$ cat src/sram_settings.svh
//////////////////////////////
// bus widths and memory size for the sram subsystem
// include in any file that sizes a port or a type from these values
//////////////////////////////
`ifndef SRAM_SETTINGS_SVH
`define SRAM_SETTINGS_SVH

// system bus
`define SYSBUS_DATA_BITS   64
`define SYSBUS_DATA_BYTES  8
`define SYSBUS_ADDR_BITS   32

// one address array entry covers this many bytes of the bus word
`define SYSBUS_ALIGN_BYTES 4

// byte select bits within one bus word
`define SYSBUS_ADDR_OFFSET 3

// memory byte address width, 1024 bytes
`define SRAM_ABITS         10

`endif

$ cat src/sram_pkg.sv
//////////////////////////////
// memory side types for the byte lanes and the request front end
//////////////////////////////

`include "sram_settings.svh"

package sram_pkg;

   // contents of one byte lane
   typedef logic [7:0] sram_byte_type;

   // row address inside a lane, the byte offset bits dropped
   typedef logic [`SRAM_ABITS-`SYSBUS_ADDR_OFFSET-1:0] sram_row_type;

   // front end states
   typedef enum logic {
      ST_CLEAR,   // zero-fill after reset
      ST_RUN      // normal requests
   } req_state_type;

endpackage

$ cat src/types_amba_pkg.sv
//////////////////////////////
// bus side types shared by the request path, the memory and the testbench
//////////////////////////////

`include "sram_settings.svh"

package types_amba_pkg;

   //////////////////////////////
   // address
   //////////////////////////////

   // one byte address on the system bus
   typedef logic [`SYSBUS_ADDR_BITS-1:0] global_addr_type;

   // entry k addresses 32-bit half k of the bus word
   typedef global_addr_type global_addr_array_type
      [0:`SYSBUS_DATA_BYTES/`SYSBUS_ALIGN_BYTES-1];

   //////////////////////////////
   // data
   //////////////////////////////

   typedef logic [`SYSBUS_DATA_BITS-1:0] sysbus_data_type;

   // one bit per byte lane
   typedef logic [`SYSBUS_DATA_BYTES-1:0] sysbus_strb_type;

endpackage

$ cat src/sram_req_ctrl.sv
//////////////////////////////
// request front end, zero-fills the memory after reset then serves requests
// all memory and tag outputs are registered at the edge that samples req_valid
//////////////////////////////
`timescale 1ns/1ps

`include "sram_settings.svh"

module sram_req_ctrl (
   input  logic                                  clk,
   input  logic                                  rst_n,
   input  logic                                  req_valid,
   input  logic                                  req_write,
   input  types_amba_pkg::global_addr_type       req_addr,
   input  types_amba_pkg::sysbus_strb_type       req_wstrb,
   input  types_amba_pkg::sysbus_data_type       req_wdata,
   output logic                                  ready,
   output types_amba_pkg::global_addr_array_type raddr,
   output types_amba_pkg::global_addr_array_type waddr,
   output logic                                  we,
   output types_amba_pkg::sysbus_strb_type       wstrb,
   output types_amba_pkg::sysbus_data_type       wdata,
   output logic                                  tag_valid,
   output logic                                  tag_write,
   output logic                                  tag_err
);

   sram_pkg::req_state_type         state;
   sram_pkg::sram_row_type          row_cnt;   // clear pointer
   logic                            out_of_range;
   types_amba_pkg::global_addr_type req_base;  // request address, word aligned
   types_amba_pkg::global_addr_type clr_base;

   assign out_of_range = |req_addr[`SYSBUS_ADDR_BITS-1:`SRAM_ABITS];
   assign req_base = {req_addr[`SYSBUS_ADDR_BITS-1:`SYSBUS_ADDR_OFFSET],
                      {`SYSBUS_ADDR_OFFSET{1'b0}}};
   assign clr_base = types_amba_pkg::global_addr_type'({row_cnt, {`SYSBUS_ADDR_OFFSET{1'b0}}});
   assign ready = (state == sram_pkg::ST_RUN);

   //////////////////////////////
   // control
   //////////////////////////////

   always_ff @(posedge clk) begin
      if (!rst_n) begin
         state     <= sram_pkg::ST_CLEAR;
         row_cnt   <= '0;
         we        <= 1'b0;
         tag_valid <= 1'b0;
      end else begin
         tag_valid <= req_valid;  // every request gets a tag
         case (state)
            sram_pkg::ST_CLEAR: begin
               we      <= 1'b1;
               row_cnt <= row_cnt + 1'b1;
               if (row_cnt == '1) state <= sram_pkg::ST_RUN;  // last row written
            end
            default: we <= req_valid & req_write & ~out_of_range;
         endcase
      end
   end

   //////////////////////////////
   // payload
   //////////////////////////////

   always_ff @(posedge clk) begin
      tag_write <= req_write;
      tag_err   <= out_of_range | (state != sram_pkg::ST_RUN);
      if (state == sram_pkg::ST_CLEAR) begin
         wstrb <= '1;
         wdata <= '0;
         for (int k = 0; k < $size(waddr); k++) waddr[k] <= clr_base + 32'(k * `SYSBUS_ALIGN_BYTES);
      end else if (req_valid && !out_of_range) begin
         for (int k = 0; k < $size(raddr); k++) raddr[k] <= req_base + 32'(k * `SYSBUS_ALIGN_BYTES);
         if (req_write) begin
            wstrb <= req_wstrb;
            wdata <= req_wdata;
            for (int k = 0; k < $size(waddr); k++) waddr[k] <= req_base + 32'(k * `SYSBUS_ALIGN_BYTES);
         end
      end
   end

endmodule

$ cat config.mk
export PLATFORM = sky130hd
export DESIGN_NAME = sram_req_ctrl
export DESIGN_NICKNAME = d
export VERILOG_FILES = /design/src/sram_pkg.sv /design/src/types_amba_pkg.sv /design/src/sram_req_ctrl.sv
export VERILOG_INCLUDE_DIRS = /design/src
export SDC_FILE = /design/constraint.sdc
export NUM_CORES = 1
export LEC_CHECK = 0
export ABC_AREA = 1
export ABC_CLOCK_PERIOD_IN_PS = 4750
export BUFFER_PORTS_ARGS = -buffer_cell sky130_fd_sc_hd__buf_2
export CAP_MARGIN = 25
export CORE_MARGIN = 8
export CORE_UTILIZATION = 49
export DETAILED_ROUTE_END_ITERATION = 16
export PLACE_DENSITY = 0.83
export SLEW_MARGIN = 10
export SYNTH_ARGS = -nofsm -noshare
export SYNTH_HDL_FRONTEND = slang
export SYNTH_SLANG_ARGS = --single-unit
$ cat constraint.sdc
create_clock -name clk -period 4.75 [get_ports clk]
set_clock_uncertainty 0.05 [all_clocks]
set_input_delay 0.2375 -clock clk [delete_from_list [all_inputs] [get_ports clk]]
set_output_delay 0.2375 -clock clk [all_outputs]
set_load 0.02 [all_outputs]
==> summary.txt <==
Clock tree
  – CTS buffer count: 17
  – Cts hold-fix bufs: 84
  – Clock slew at reported path FFs: 0.06 ns
  – Post-cts sizing count: 0
  – CTS tree: done
  – Maximum root-to-sink buffer count: 2
  – Clk Latency, worst-skew pair: 0.41 ns
  – Clock root buffer: clkbuf_16
  – Sinks on the clock net: 164
  – Setup Fix Bufs, Post-CTS: 0
  – CTS H-tree depth: 4

Detailed routing
  – Metal2 WL: 10500 um
  – Via count: 5900
  – Wirelength per Cell: 15.6 um
  – Top sig layer: met4
  – WL final: 20100 um
  – Met1 wire length: 6900 um
  – Detailed Route Iter0 Violations: 379
  – Residual DRC: 0
  – Avg Vias per Cell: 4.58
  – Met3 wire len: 1800 um
  – DRT antenna net count: 0
  – DR pass1 iterations: 5

Worst setup path
  – Worst setup SP type: input port
  – Worst EP arrival: 2.62 ns
  – Crit end category: flop
  – Crit Path Class: input port to flop
  – Delay of the slowest cell on the worst path: 0.61 ns
  – WP buf/inv: 3
  – CP Data Required Time: 4.77 ns
  – Max Fanout on Critical Path: 52
  – Slowest stage cell, crit path: nand4_4
  – Cell family with most CP delay: simple AND/OR/NAND/NOR gates
  – Critical Path, Cell by Cell: dlygate4sd3_1 > buf_2 > or2_1 > nor2_2 > nand4_4 > nand2_1 > buf_4

Power and ir drop
  – Clock share of power: 43.3%
  – Post-layout power: 2.83 mW
  – Combinational power share: 5.2%
  – Switching power: 600 uW
  – Pint: 2.23 mW
  – LEAKAGE: 5.14 nW
  – Switching Share: 21.2%
  – Share of total power in sequential cells: 51.5%
  – Worst IR drop on VDD: 0.214 mV
  – Pwr Density: 311 nW/um^2

Floorplanning
  – Die X: 130 um
  – Die area: 17000 um^2
  – Initial Util: 49.2%
  – Core area: 13000 um^2
  – Number of placement rows: 42
  – IO Count: 313
  – Die H: 130 um

Global routing
  – Number of global-route vias before repair: 5991
  – Initial antenna violation count: 0
  – Grt ovf: 0
  – First-pass GRT wire length: 30000 um
  – Total Routing Usage GR: 22.9%
  – Largest net degree at the start of global routing: 110

Placed design
  – Post-DP HPWL: 12400 um
  – Placer Congestion: 0.742
  – Placed Cells: 1170
  – # port buffers: 297

Timing
  – Minimum clock period: 2.60 ns
  – Worst rel slew slack: 41.5%
  – Slew @ Worst Pin: 0.878 ns
  – Slew Limit Fails: 0
  – Final setup violating endpoints: 0
  – RSZ-0062 raised after global routing: no
  – TNS Setup: 0 ns
  – Fmax: 385 MHz
  – Fin. Hold Viols: 0
  – Period utilization: 54.7%

Layout
  – Area of the multi-input gates: 1650 um^2
  – Register area: 3870 um^2
  – Fill count: 925
  – NumNets Final: 1206
  – Layout area overhead: 41.8%
  – Fraction of layout cells with a size suffix above 1: 30.2%
  – Non-filler cells, final: 1287

Logic synthesis
  – Seq cells post-synth: 164
  – Synth unique cells: 22
  – Yosys synthesis warning count: 0
  – Cell area after synthesis: 6420 um^2
  – Sequential area share after synthesis: 60.2%
  – Cell count after synthesis: 763
  – Avg Synthesized Cell Area: 8.41 um^2

Run
  – Max Cap Viol: 0

Status
  – Run status: finished, final reports clean

Hold path
  – Path type of the worst min-delay path: input port to flop
[per-stage QoR]
step                utilization (%)  setup WS, ns  hold WS (ns)  area, um^2
finish                         69.8          2.15        0.0171        9100
global route                   69.8          1.97     0.0000700        9090
CTS                            69.8          2.19      0.000206        9090
detailed placement             59.2          2.31         0.336        7720
global placement               59.2          2.32         0.339        7720
floorplan                         -          1.97         0.215        6450
[path summary, 6_finish.rpt]
path | start | cells after the start | slack [ns] | endpoint
hold reg to reg | waddr[49] | 2 | 0.40 | waddr[49]
setup reg to reg | ready | 3 | 2.78 | raddr[56]
hold / removal | req_wdata[8] | 3 | 0.02 | wdata[8]
setup / recovery | req_addr[12] | 7 | 2.15 | waddr[26]
[Yosys cell counts (all sizes together)]
master | number | area share, %
nand2 | 184 | 11
nor2 | 150 | 8.9
inv | 118 | 6.9
dfxtp | 106 | 33
buf | 62 | 6.8
edfxtp | 58 | 27
nand3 | 40 | 3.1
clkbuf | 18 | 1.1
a21oi | 9 | 0.70
o21ai | 7 | 0.55
clkinv | 2 | 0.12
conb | 2 | 0.12
nor3 | 2 | 0.16
and3 | 1 | 0.098
ha | 1 | 0.19
nand4 | 1 | 0.19
nor4 | 1 | 0.098
or2 | 1 | 0.098
[power by group through the flow]
stage / clock network (mW) / logic [mW] / registers [mW]
after floorplan: 0 / 0.0323 / 1.49
after global placement: 0 / 0.0828 / 1.49
after detailed placement: 0 / 0.0852 / 1.49
after CTS: 1.25 / 0.142 / 1.46
after global routing: 1.32 / 0.156 / 1.46
final: 1.23 / 0.147 / 1.46
[worst min-delay path, cell delays in order]
cell and delay [ns]:
buf_2 0.07, nor2_1 0.03, nor2_1 0.09
[registers in the layout (all words and copies together), names as in the netlist]
signal and count:
tag_write 1, wdata 64, tag_valid 1, tag_err 1, ready 1, waddr 51, row_cnt 7, raddr 29
wstrb 8, we 1
[layout make-up]
class	count	share of cell area [%]
repair buffers	385	26.1
inverters	120	4.95
well taps	176	2.42
multi-input cells	409	18.1
diodes	1	0.0275
clock buffers	20	5.02
clock inverters	12	0.880
flip-flops and latches	164	42.5
[per-layer routing]
metal | track usage, % | vias up
li1 | - | 2893
met1 | 21.7 | 2671
met2 | 42.5 | 274
met3 | 7.43 | 62
met4 | 13.4 | 0
met5 | 0 | -
[cell usage in the layout (no fill, tap or decap), types with 4 or more instances in the layout]
master,synthesis,final
a21oi_1,9,9
buf_2,11,297
clkbuf_16,0,17
clkinv_1,2,4
conb_1,2,12
dfxtp_1,106,105
dlygate4sd3_1,0,84
edfxtp_1,58,58
inv_1,118,118
nand2_1,184,184
nand3_1,40,40
nor2_1,148,147
o21ai_0,7,7
[logic make-up (layout without fill, tap and decap cells)]
group	count (synthesis)	in the layout	synth area share [%]
other	2	13	0.117
AND/OR/NAND/NOR	380	380	23.4
buffers and inverters	200	537	14.8
flip-flops	164	164	60.2
AO/OA/AOI/OAI	16	16	1.25
adder cells (fa/ha/maj)	1	1	0.195
(Power assumes the default switching activity.)
