$ cat config.mk
export PLATFORM = sky130hd
export DESIGN_NAME = sram_resp_ctrl
export DESIGN_NICKNAME = d
export VERILOG_FILES = /design/src/types_amba_pkg.sv /design/src/sram_resp_ctrl.sv
export VERILOG_INCLUDE_DIRS = /design/src
export SDC_FILE = /design/constraint.sdc
export NUM_CORES = 1
export LEC_CHECK = 0
export BUFFER_PORTS_ARGS = -buffer_cell sky130_fd_sc_hd__buf_4
export CAP_MARGIN = 20
export CORE_UTILIZATION = 46
export CTS_CLUSTER_SIZE = 8
export DETAILED_ROUTE_END_ITERATION = 10
export PLACE_DENSITY_LB_ADDON = 0.05
export SLEW_MARGIN = 20
export SYNTH_ARGS = -nofsm -noshare
export SYNTH_HDL_FRONTEND = slang
export SYNTH_SLANG_ARGS = --single-unit
export TNS_END_PERCENT = 30
$ cat constraint.sdc
create_clock -name clk -period 2.4 [get_ports clk]
set_clock_uncertainty 0.15 [all_clocks]
set_input_delay 0.12 -clock clk [delete_from_list [all_inputs] [get_ports clk]]
set_output_delay 0.12 -clock clk [all_outputs]
set_load 0.02 [all_outputs]
$ cat src/sram_settings.svh
//////////////////////////////
// bus widths and memory size for the sram subsystem
// include in any file that sizes a port or a type from these values
//////////////////////////////
`ifndef SRAM_SETTINGS_SVH
`define SRAM_SETTINGS_SVH

// system bus
`define SYSBUS_DATA_BITS   64
`define SYSBUS_DATA_BYTES  8
`define SYSBUS_ADDR_BITS   32

// one address array entry covers this many bytes of the bus word
`define SYSBUS_ALIGN_BYTES 4

// byte select bits within one bus word
`define SYSBUS_ADDR_OFFSET 3

// memory byte address width, 1024 bytes
`define SRAM_ABITS         10

`endif

$ cat src/types_amba_pkg.sv
//////////////////////////////
// bus side types shared by the request path, the memory and the testbench
//////////////////////////////

`include "sram_settings.svh"

package types_amba_pkg;

   //////////////////////////////
   // address
   //////////////////////////////

   // one byte address on the system bus
   typedef logic [`SYSBUS_ADDR_BITS-1:0] global_addr_type;

   // entry k addresses 32-bit half k of the bus word
   typedef global_addr_type global_addr_array_type
      [0:`SYSBUS_DATA_BYTES/`SYSBUS_ALIGN_BYTES-1];

   //////////////////////////////
   // data
   //////////////////////////////

   typedef logic [`SYSBUS_DATA_BITS-1:0] sysbus_data_type;

   // one bit per byte lane
   typedef logic [`SYSBUS_DATA_BYTES-1:0] sysbus_strb_type;

endpackage

$ cat src/sram_resp_ctrl.sv
//////////////////////////////
// response stage, one resp_valid strobe per tag from the front end
// tags wait one cycle for the memory read, then the response is registered
//////////////////////////////
`timescale 1ns/1ps

module sram_resp_ctrl (
   input  logic                            clk,
   input  logic                            rst_n,
   input  logic                            tag_valid,
   input  logic                            tag_write,
   input  logic                            tag_err,
   input  types_amba_pkg::sysbus_data_type rdata,
   output logic                            resp_valid,
   output types_amba_pkg::sysbus_data_type resp_rdata,
   output logic                            resp_err
);

   logic tag_valid_d;
   logic tag_write_d;
   logic tag_err_d;
   logic good_read;  // memory data goes out only here

   assign good_read = tag_valid_d & ~tag_write_d & ~tag_err_d;

   //////////////////////////////
   // tag delay, matches memory latency
   //////////////////////////////

   always_ff @(posedge clk) begin
      if (!rst_n) begin
         tag_valid_d <= 1'b0;
      end else begin
         tag_valid_d <= tag_valid;
      end
      tag_write_d <= tag_write;
      tag_err_d   <= tag_err;
   end

   //////////////////////////////
   // response register
   //////////////////////////////

   always_ff @(posedge clk) begin
      if (!rst_n) begin
         resp_valid <= 1'b0;
         resp_err   <= 1'b0;
      end else begin
         resp_valid <= tag_valid_d;
         resp_err   <= tag_valid_d & tag_err_d;
      end
      resp_rdata <= good_read ? rdata : '0;  // writes and errors return zero
   end

endmodule

==> flow_summary.toml, run 1 <==
[place]
dp.cells = 341
io_buffers = 134
place.gp.congestion = 0.665

[setup_path]
crit_arrival_ns = 1.64
cp_max_fo = 47
end_kind = "register"
startpoint = "tag_valid_d$_SDFF_PN0_"
critPathSlowestCell = "dfxtp_1"
crit_type = "register to register"
crit_buf_inv = 1
critPathRequiredTime_ns = 2.46
crit-reg2reg-launch = "tag_valid_d$_SDFF_PN0_"
start_kind = "register"
path_cells = "buf_12, nor4bb_1"
cp_top_family = "flip-flops"
max_stage_delay_ns = 0.71

[yosys]
yosysUniqueCellTypes = 13
synth_xor_area_frac = 0
yosys_warnings = 0
yosysMostFrequentCell = "dfxtp_1"
synth_nets = 226
synthAdderAreaFrac = 0
yosys-top-cells-count = "dfxtp_1, and4bb_2, buf_6, nor4bb_1, clkbuf_2"
avgSynthCellArea_um2 = 15.0
synth_top_family_by_area = "simple AND/OR/NAND/NOR gates"
postSynthCellCount = 157
synth_compound_area_frac = 0
synth-seq-area-share = 0.586
yosys.area_share.simple = 0.346
muxShareOfSynthArea = 0
synth_area_mm2 = 0.00236
netlist_top_cells_area = "dfxtp_1, and4bb_2, buf_6"
synth_top_area_cell = "dfxtp_1"
synth_flop_cell = "dfxtp_1"
synth_top_area_share = 0.586
synthArstFlopShare = 0
ys_ff_latch = 69
synth-edff-count = 0

[layout]
n_antenna_cell = 0
fin_cells = 426
final_layout_size_suffix_gt1_frac = 0.577
post-route-util = 0.885
seq_area_mm2 = 0.00138
finalNetCount = 423
multi_input_area_um2 = 816
syn_to_final_growth_pct = 80.9
nFillCells = 230

[timing]
maxSlewHeadroom = 0.398
tightestPinTransition_ns = 0.903
fmax_ghz = 0.632
drv_slew = 0
hold_viol_final = 0
hold_ws_ns = 0.309
fin_crit_ns = 1.58
setup_violations = 0
rsz0062_at_grt = "false"
tns_ns = 0
finalCritPeriodShare = 0.660

[clocking]
cts_max_level = 3
clk_path_buf_depth = 2
cts-root-buf = "clkbuf_8"
cts_buffers = 9
clock_latency_ns = 0.33
path_clk_slew_ns = 0.07
cts_tree = "yes"
clock_sinks = 69

[floorplan]
initial_core_util = 0.489
die_width_um = 73.6
fp.dieH_um = 73.6
fp.coreArea_mm2 = 0.00482
rows = 25
ioPinCount = 135
dieArea_mm2 = 0.00541

[global_route]
grt_overflow_total = 0
antenna_found_initial = 0
grt_pass1_wl_mm = 11.2
grt_max_degree = 62
track_usage = 0.285
grt_pass1_vias = 2158

[power]
power_density_mw_per_mm2 = 621
power_mw = 2.65
power_leakage_nw = 1.94
vdd_drop_max_v = 0.000512

[detailed_routing]
postRouteAntennaNets = 0
remaining_drc_errors = 0
wl_mm = 7.50
drt-pass1-iter-count = 4
viasPerCell = 4.88
route.vias.total = 2077
wire_per_inst_um = 17.6
initialDrtViolationCount = 131

[min_path]
min_from = "tag_err"
min_path_type = "primary input to register"

[status]
outcome = "completed"

[flow_run]
max_cap_viol_count = 0
## per-layer routing
| layer | global-route usage | part of all wire | vias up |
|---|---|---|---|
| met5 | 0 | 0 | - |
| met4 | 0.115 | 0.018 | 0 |
| met3 | 0.0754 | 0.064 | 11 |
| met2 | 0.511 | 0.52 | 84 |
| met1 | 0.319 | 0.39 | 1003 |
| li1 | - | - | 979 |
## layout make-up
class                   instances  share of cell area
repair buffers                207               0.408
flip-flops and latches         69               0.325
multi-input cells              67               0.191
clock buffers                  12              0.0340
clock inverters                 4              0.0223
well taps                      67              0.0197
## per-stage QoR
step	setup WS, ns	cell area (um2)
final	0.817	4260
after global placement	0.906	3330
after detailed placement	0.875	3330
after global routing	0.755	4260
after CTS	0.872	4260
after floorplan	1.31	2360
## layout by cell type, fill, tap and decap left out
master	instances
and2_1	2
and3_1	1
and4bb_1	3
and4bb_2	51
buf_12	1
buf_4	137
bufinv_16	3
clkbuf_1	2
clkbuf_8	10
clkinv_2	1
dfxtp_1	67
dfxtp_2	2
dlygate4sd3_1	69
nor4bb_1	8
nor4bb_2	1
nor4bb_4	1
## worst paths after layout
path | cells past startpoint | slack (ns) | to
min | 2 | 0.31 | tag_err_d$_DFF_P_
min reg2reg | 1 | 0.59 | resp_rdata[47]$_SDFF_PN0_
max reg2reg | 2 | 0.82 | resp_rdata[58]$_SDFF_PN0_
max | 2 | 0.82 | resp_rdata[58]$_SDFF_PN0_
## power breakdown
group | leakage [nW] | internal (mW) | switching, mW
Combinational | 1.26 | 0.211 | 0.0978
Clock | 0.121 | 0.718 | 0.426
Sequential | 0.560 | 1.17 | 0.0273
## sequential cells by signal, indices dropped and copies added (netlist names)
register / count
resp_rdata: 64
resp_err: 1
resp_valid: 1
tag_err_d: 1
tag_valid_d: 1
tag_write_d: 1
## timing repair
action | 4_1_cts | 5_1_grt
setup buffers | 0 | 0
hold endpoints to repair | 69 | 0
resized for setup | 0 | 0
endpoints found under the setup margin | 0 | 0
hold buffers | 69 | 0
## kinds of logic after synthesis
family        after synthesis
simple gates               67
buf+inv                    21
flops                      69
Note: power is estimated with default switching activity, not from simulation.
==> run 2, diff against run 1 <==
--- a/config.mk
+++ b/config.mk
@@ -8,7 +8,7 @@
 export LEC_CHECK = 0
 export BUFFER_PORTS_ARGS = -buffer_cell sky130_fd_sc_hd__buf_4
 export CAP_MARGIN = 20
-export CORE_UTILIZATION = 46
+export CORE_UTILIZATION = 43
 export CTS_CLUSTER_SIZE = 8
 export DETAILED_ROUTE_END_ITERATION = 10
 export PLACE_DENSITY_LB_ADDON = 0.05
==> constraint.sdc (replaced) <==
create_clock -name clk -period 1.59 [get_ports clk]
set_clock_uncertainty 0.15 [all_clocks]
set_input_delay 0.0795 -clock clk [delete_from_list [all_inputs] [get_ports clk]]
set_output_delay 0.0795 -clock clk [all_outputs]
set_load 0.02 [all_outputs]
==> flow_summary.toml, run 2 (synthesized netlist as in run 1, its figures left out) <==
[status]
outcome = "completed"

[global_route]
antenna_found_initial = 0
grt_overflow_total = 0
track_usage = 0.232
grt_pass1_vias = 2149
grt_max_degree = 52
grt_pass1_wl_mm = 10.4

[setup_path]
crit_type = "primary input to register"
start_kind = "primary input"
path_common_cell = "dlygate4sd3_1"
cp_max_fo = 3
critPathRequiredTime_ns = 1.66
end_kind = "register"
critPathSlowestCell = "dlygate4sd3_1"
crit_arrival_ns = 1.43
max_stage_delay_ns = 0.54
path_cells = "dlygate4sd3_1, buf_4, and2_1, dlygate4sd3_1"

[layout]
largest_reg_flops = 64
final_layout_size_suffix_gt1_frac = 0.578
layout_commonest_cell = "buf_4"
fin_cells = 430
n_antenna_cell = 0
syn_to_final_growth_pct = 79.6
layout_common_cells = "buf_4, dlygate4sd3_1, dfxtp_1"
largest_register = "resp_rdata"
finalNetCount = 425
nFillCells = 322

[clocking]
cts_tree = "yes"
path_clk_slew_ns = 0.07
clk_path_buf_depth = 2
clock_sinks = 69
cts_max_level = 3
ctsResizeCount = 0
cts_buffers = 9
cts-root-buf = "clkbuf_8"
clock_latency_ns = 0.32

[detailed_routing]
wl_mm = 6.45
wire_per_inst_um = 15.0
viasPerCell = 4.75
drt-pass1-iter-count = 4
remaining_drc_errors = 0
postRouteAntennaNets = 0
route.vias.total = 2041
initialDrtViolationCount = 49

[timing]
maxSlewHeadroom = 0.797
rsz0062_at_grt = "false"
tns_ns = 0
fin_crit_ns = 1.36
finalCritPeriodShare = 0.857
fmax_ghz = 0.734
fin_ws_ns = 0.228
tightestPinTransition_ns = 0.305
setup_violations = 0
hold_viol_final = 0
drv_slew = 0

[place]
place.gp.congestion = 0.690
dp_hpwl_mm = 3.36
dp_slack_ns = 0.414
dp.cells = 346
io_buffers = 134

[floorplan]
rows = 26
fp.dieH_um = 76.0
die_width_um = 76.0
dieArea_mm2 = 0.00578
initial_core_util = 0.453
ioPinCount = 135
fp.coreArea_mm2 = 0.00520

[power]
power_density_mw_per_mm2 = 837
power_mw = 3.54
vdd_drop_max_v = 0.000667
power_leakage_nw = 1.93

[flow_run]
max_cap_viol_count = 0

[min_path]
min_path_type = "primary input to register"
==> run 2: where the power goes <==
group / switching [mW] / internal (mW)
Clock: 0.594 / 0.685
Sequential: 0.0150 / 1.76
Combinational: 0.161 / 0.323
Total: 0.771 / 2.77
==> run 2: path summary, 6_finish.rpt <==
path / from / slack, ns / depth (start not counted) / end
min: tag_write / 0.25 / 2 / tag_write_d$_DFF_P_
max: rst_n / 0.23 / 4 / tag_valid_d$_SDFF_PN0_
max reg2reg: tag_write_d$_DFF_P_ / 0.38 / 2 / resp_rdata[50]$_SDFF_PN0_
min reg2reg: tag_valid_d$_SDFF_PN0_ / 0.55 / 2 / resp_rdata[63]$_SDFF_PN0_
==> run 2: repair_timing <==
| action | CTS | global route |
|---|---|---|
| hold buffers | 69 | 0 |
| hold endpoints to repair | 69 | 0 |
| buffers inserted | 0 | 0 |
==> run 2: per-stage QoR <==
stage,utilization,hold WS (ns),cell area (um2)
after CTS,0.813,0.222,4230
after detailed placement,0.646,0.0368,3360
after global placement,0.646,0.0344,3360
final,0.813,0.247,4230
after global routing,0.813,0.225,4230
after floorplan,-,-0.0428,2360
==> run 2: layout make-up <==
cell class	count	area [um2]	area share
repair buffers	209	1770	0.418
flip-flops and latches	69	1380	0.327
multi-input cells	67	816	0.193
clock buffers	14	173	0.0408
well taps	70	87.6	0.0207
clock inverters	1	5.00	0.00118
==> run 2: layer usage <==
layer | global-route usage | part of all wire | wire [um] | vias to the layer above
met5 | 0 | 0 | 0 | -
met4 | 0.119 | 0.022 | 145 | 0
met3 | 0.0659 | 0.066 | 427 | 16
met1 | 0.251 | 0.39 | 2540 | 951
met2 | 0.414 | 0.52 | 3340 | 89
li1 | - | - | - | 985
==> run 2: worst max-delay path, delay by kind of cell <==
kind | cells | cell delay (ns)
buffers and inverters | 3 | 1.21
AND/OR/NAND/NOR | 1 | 0.14
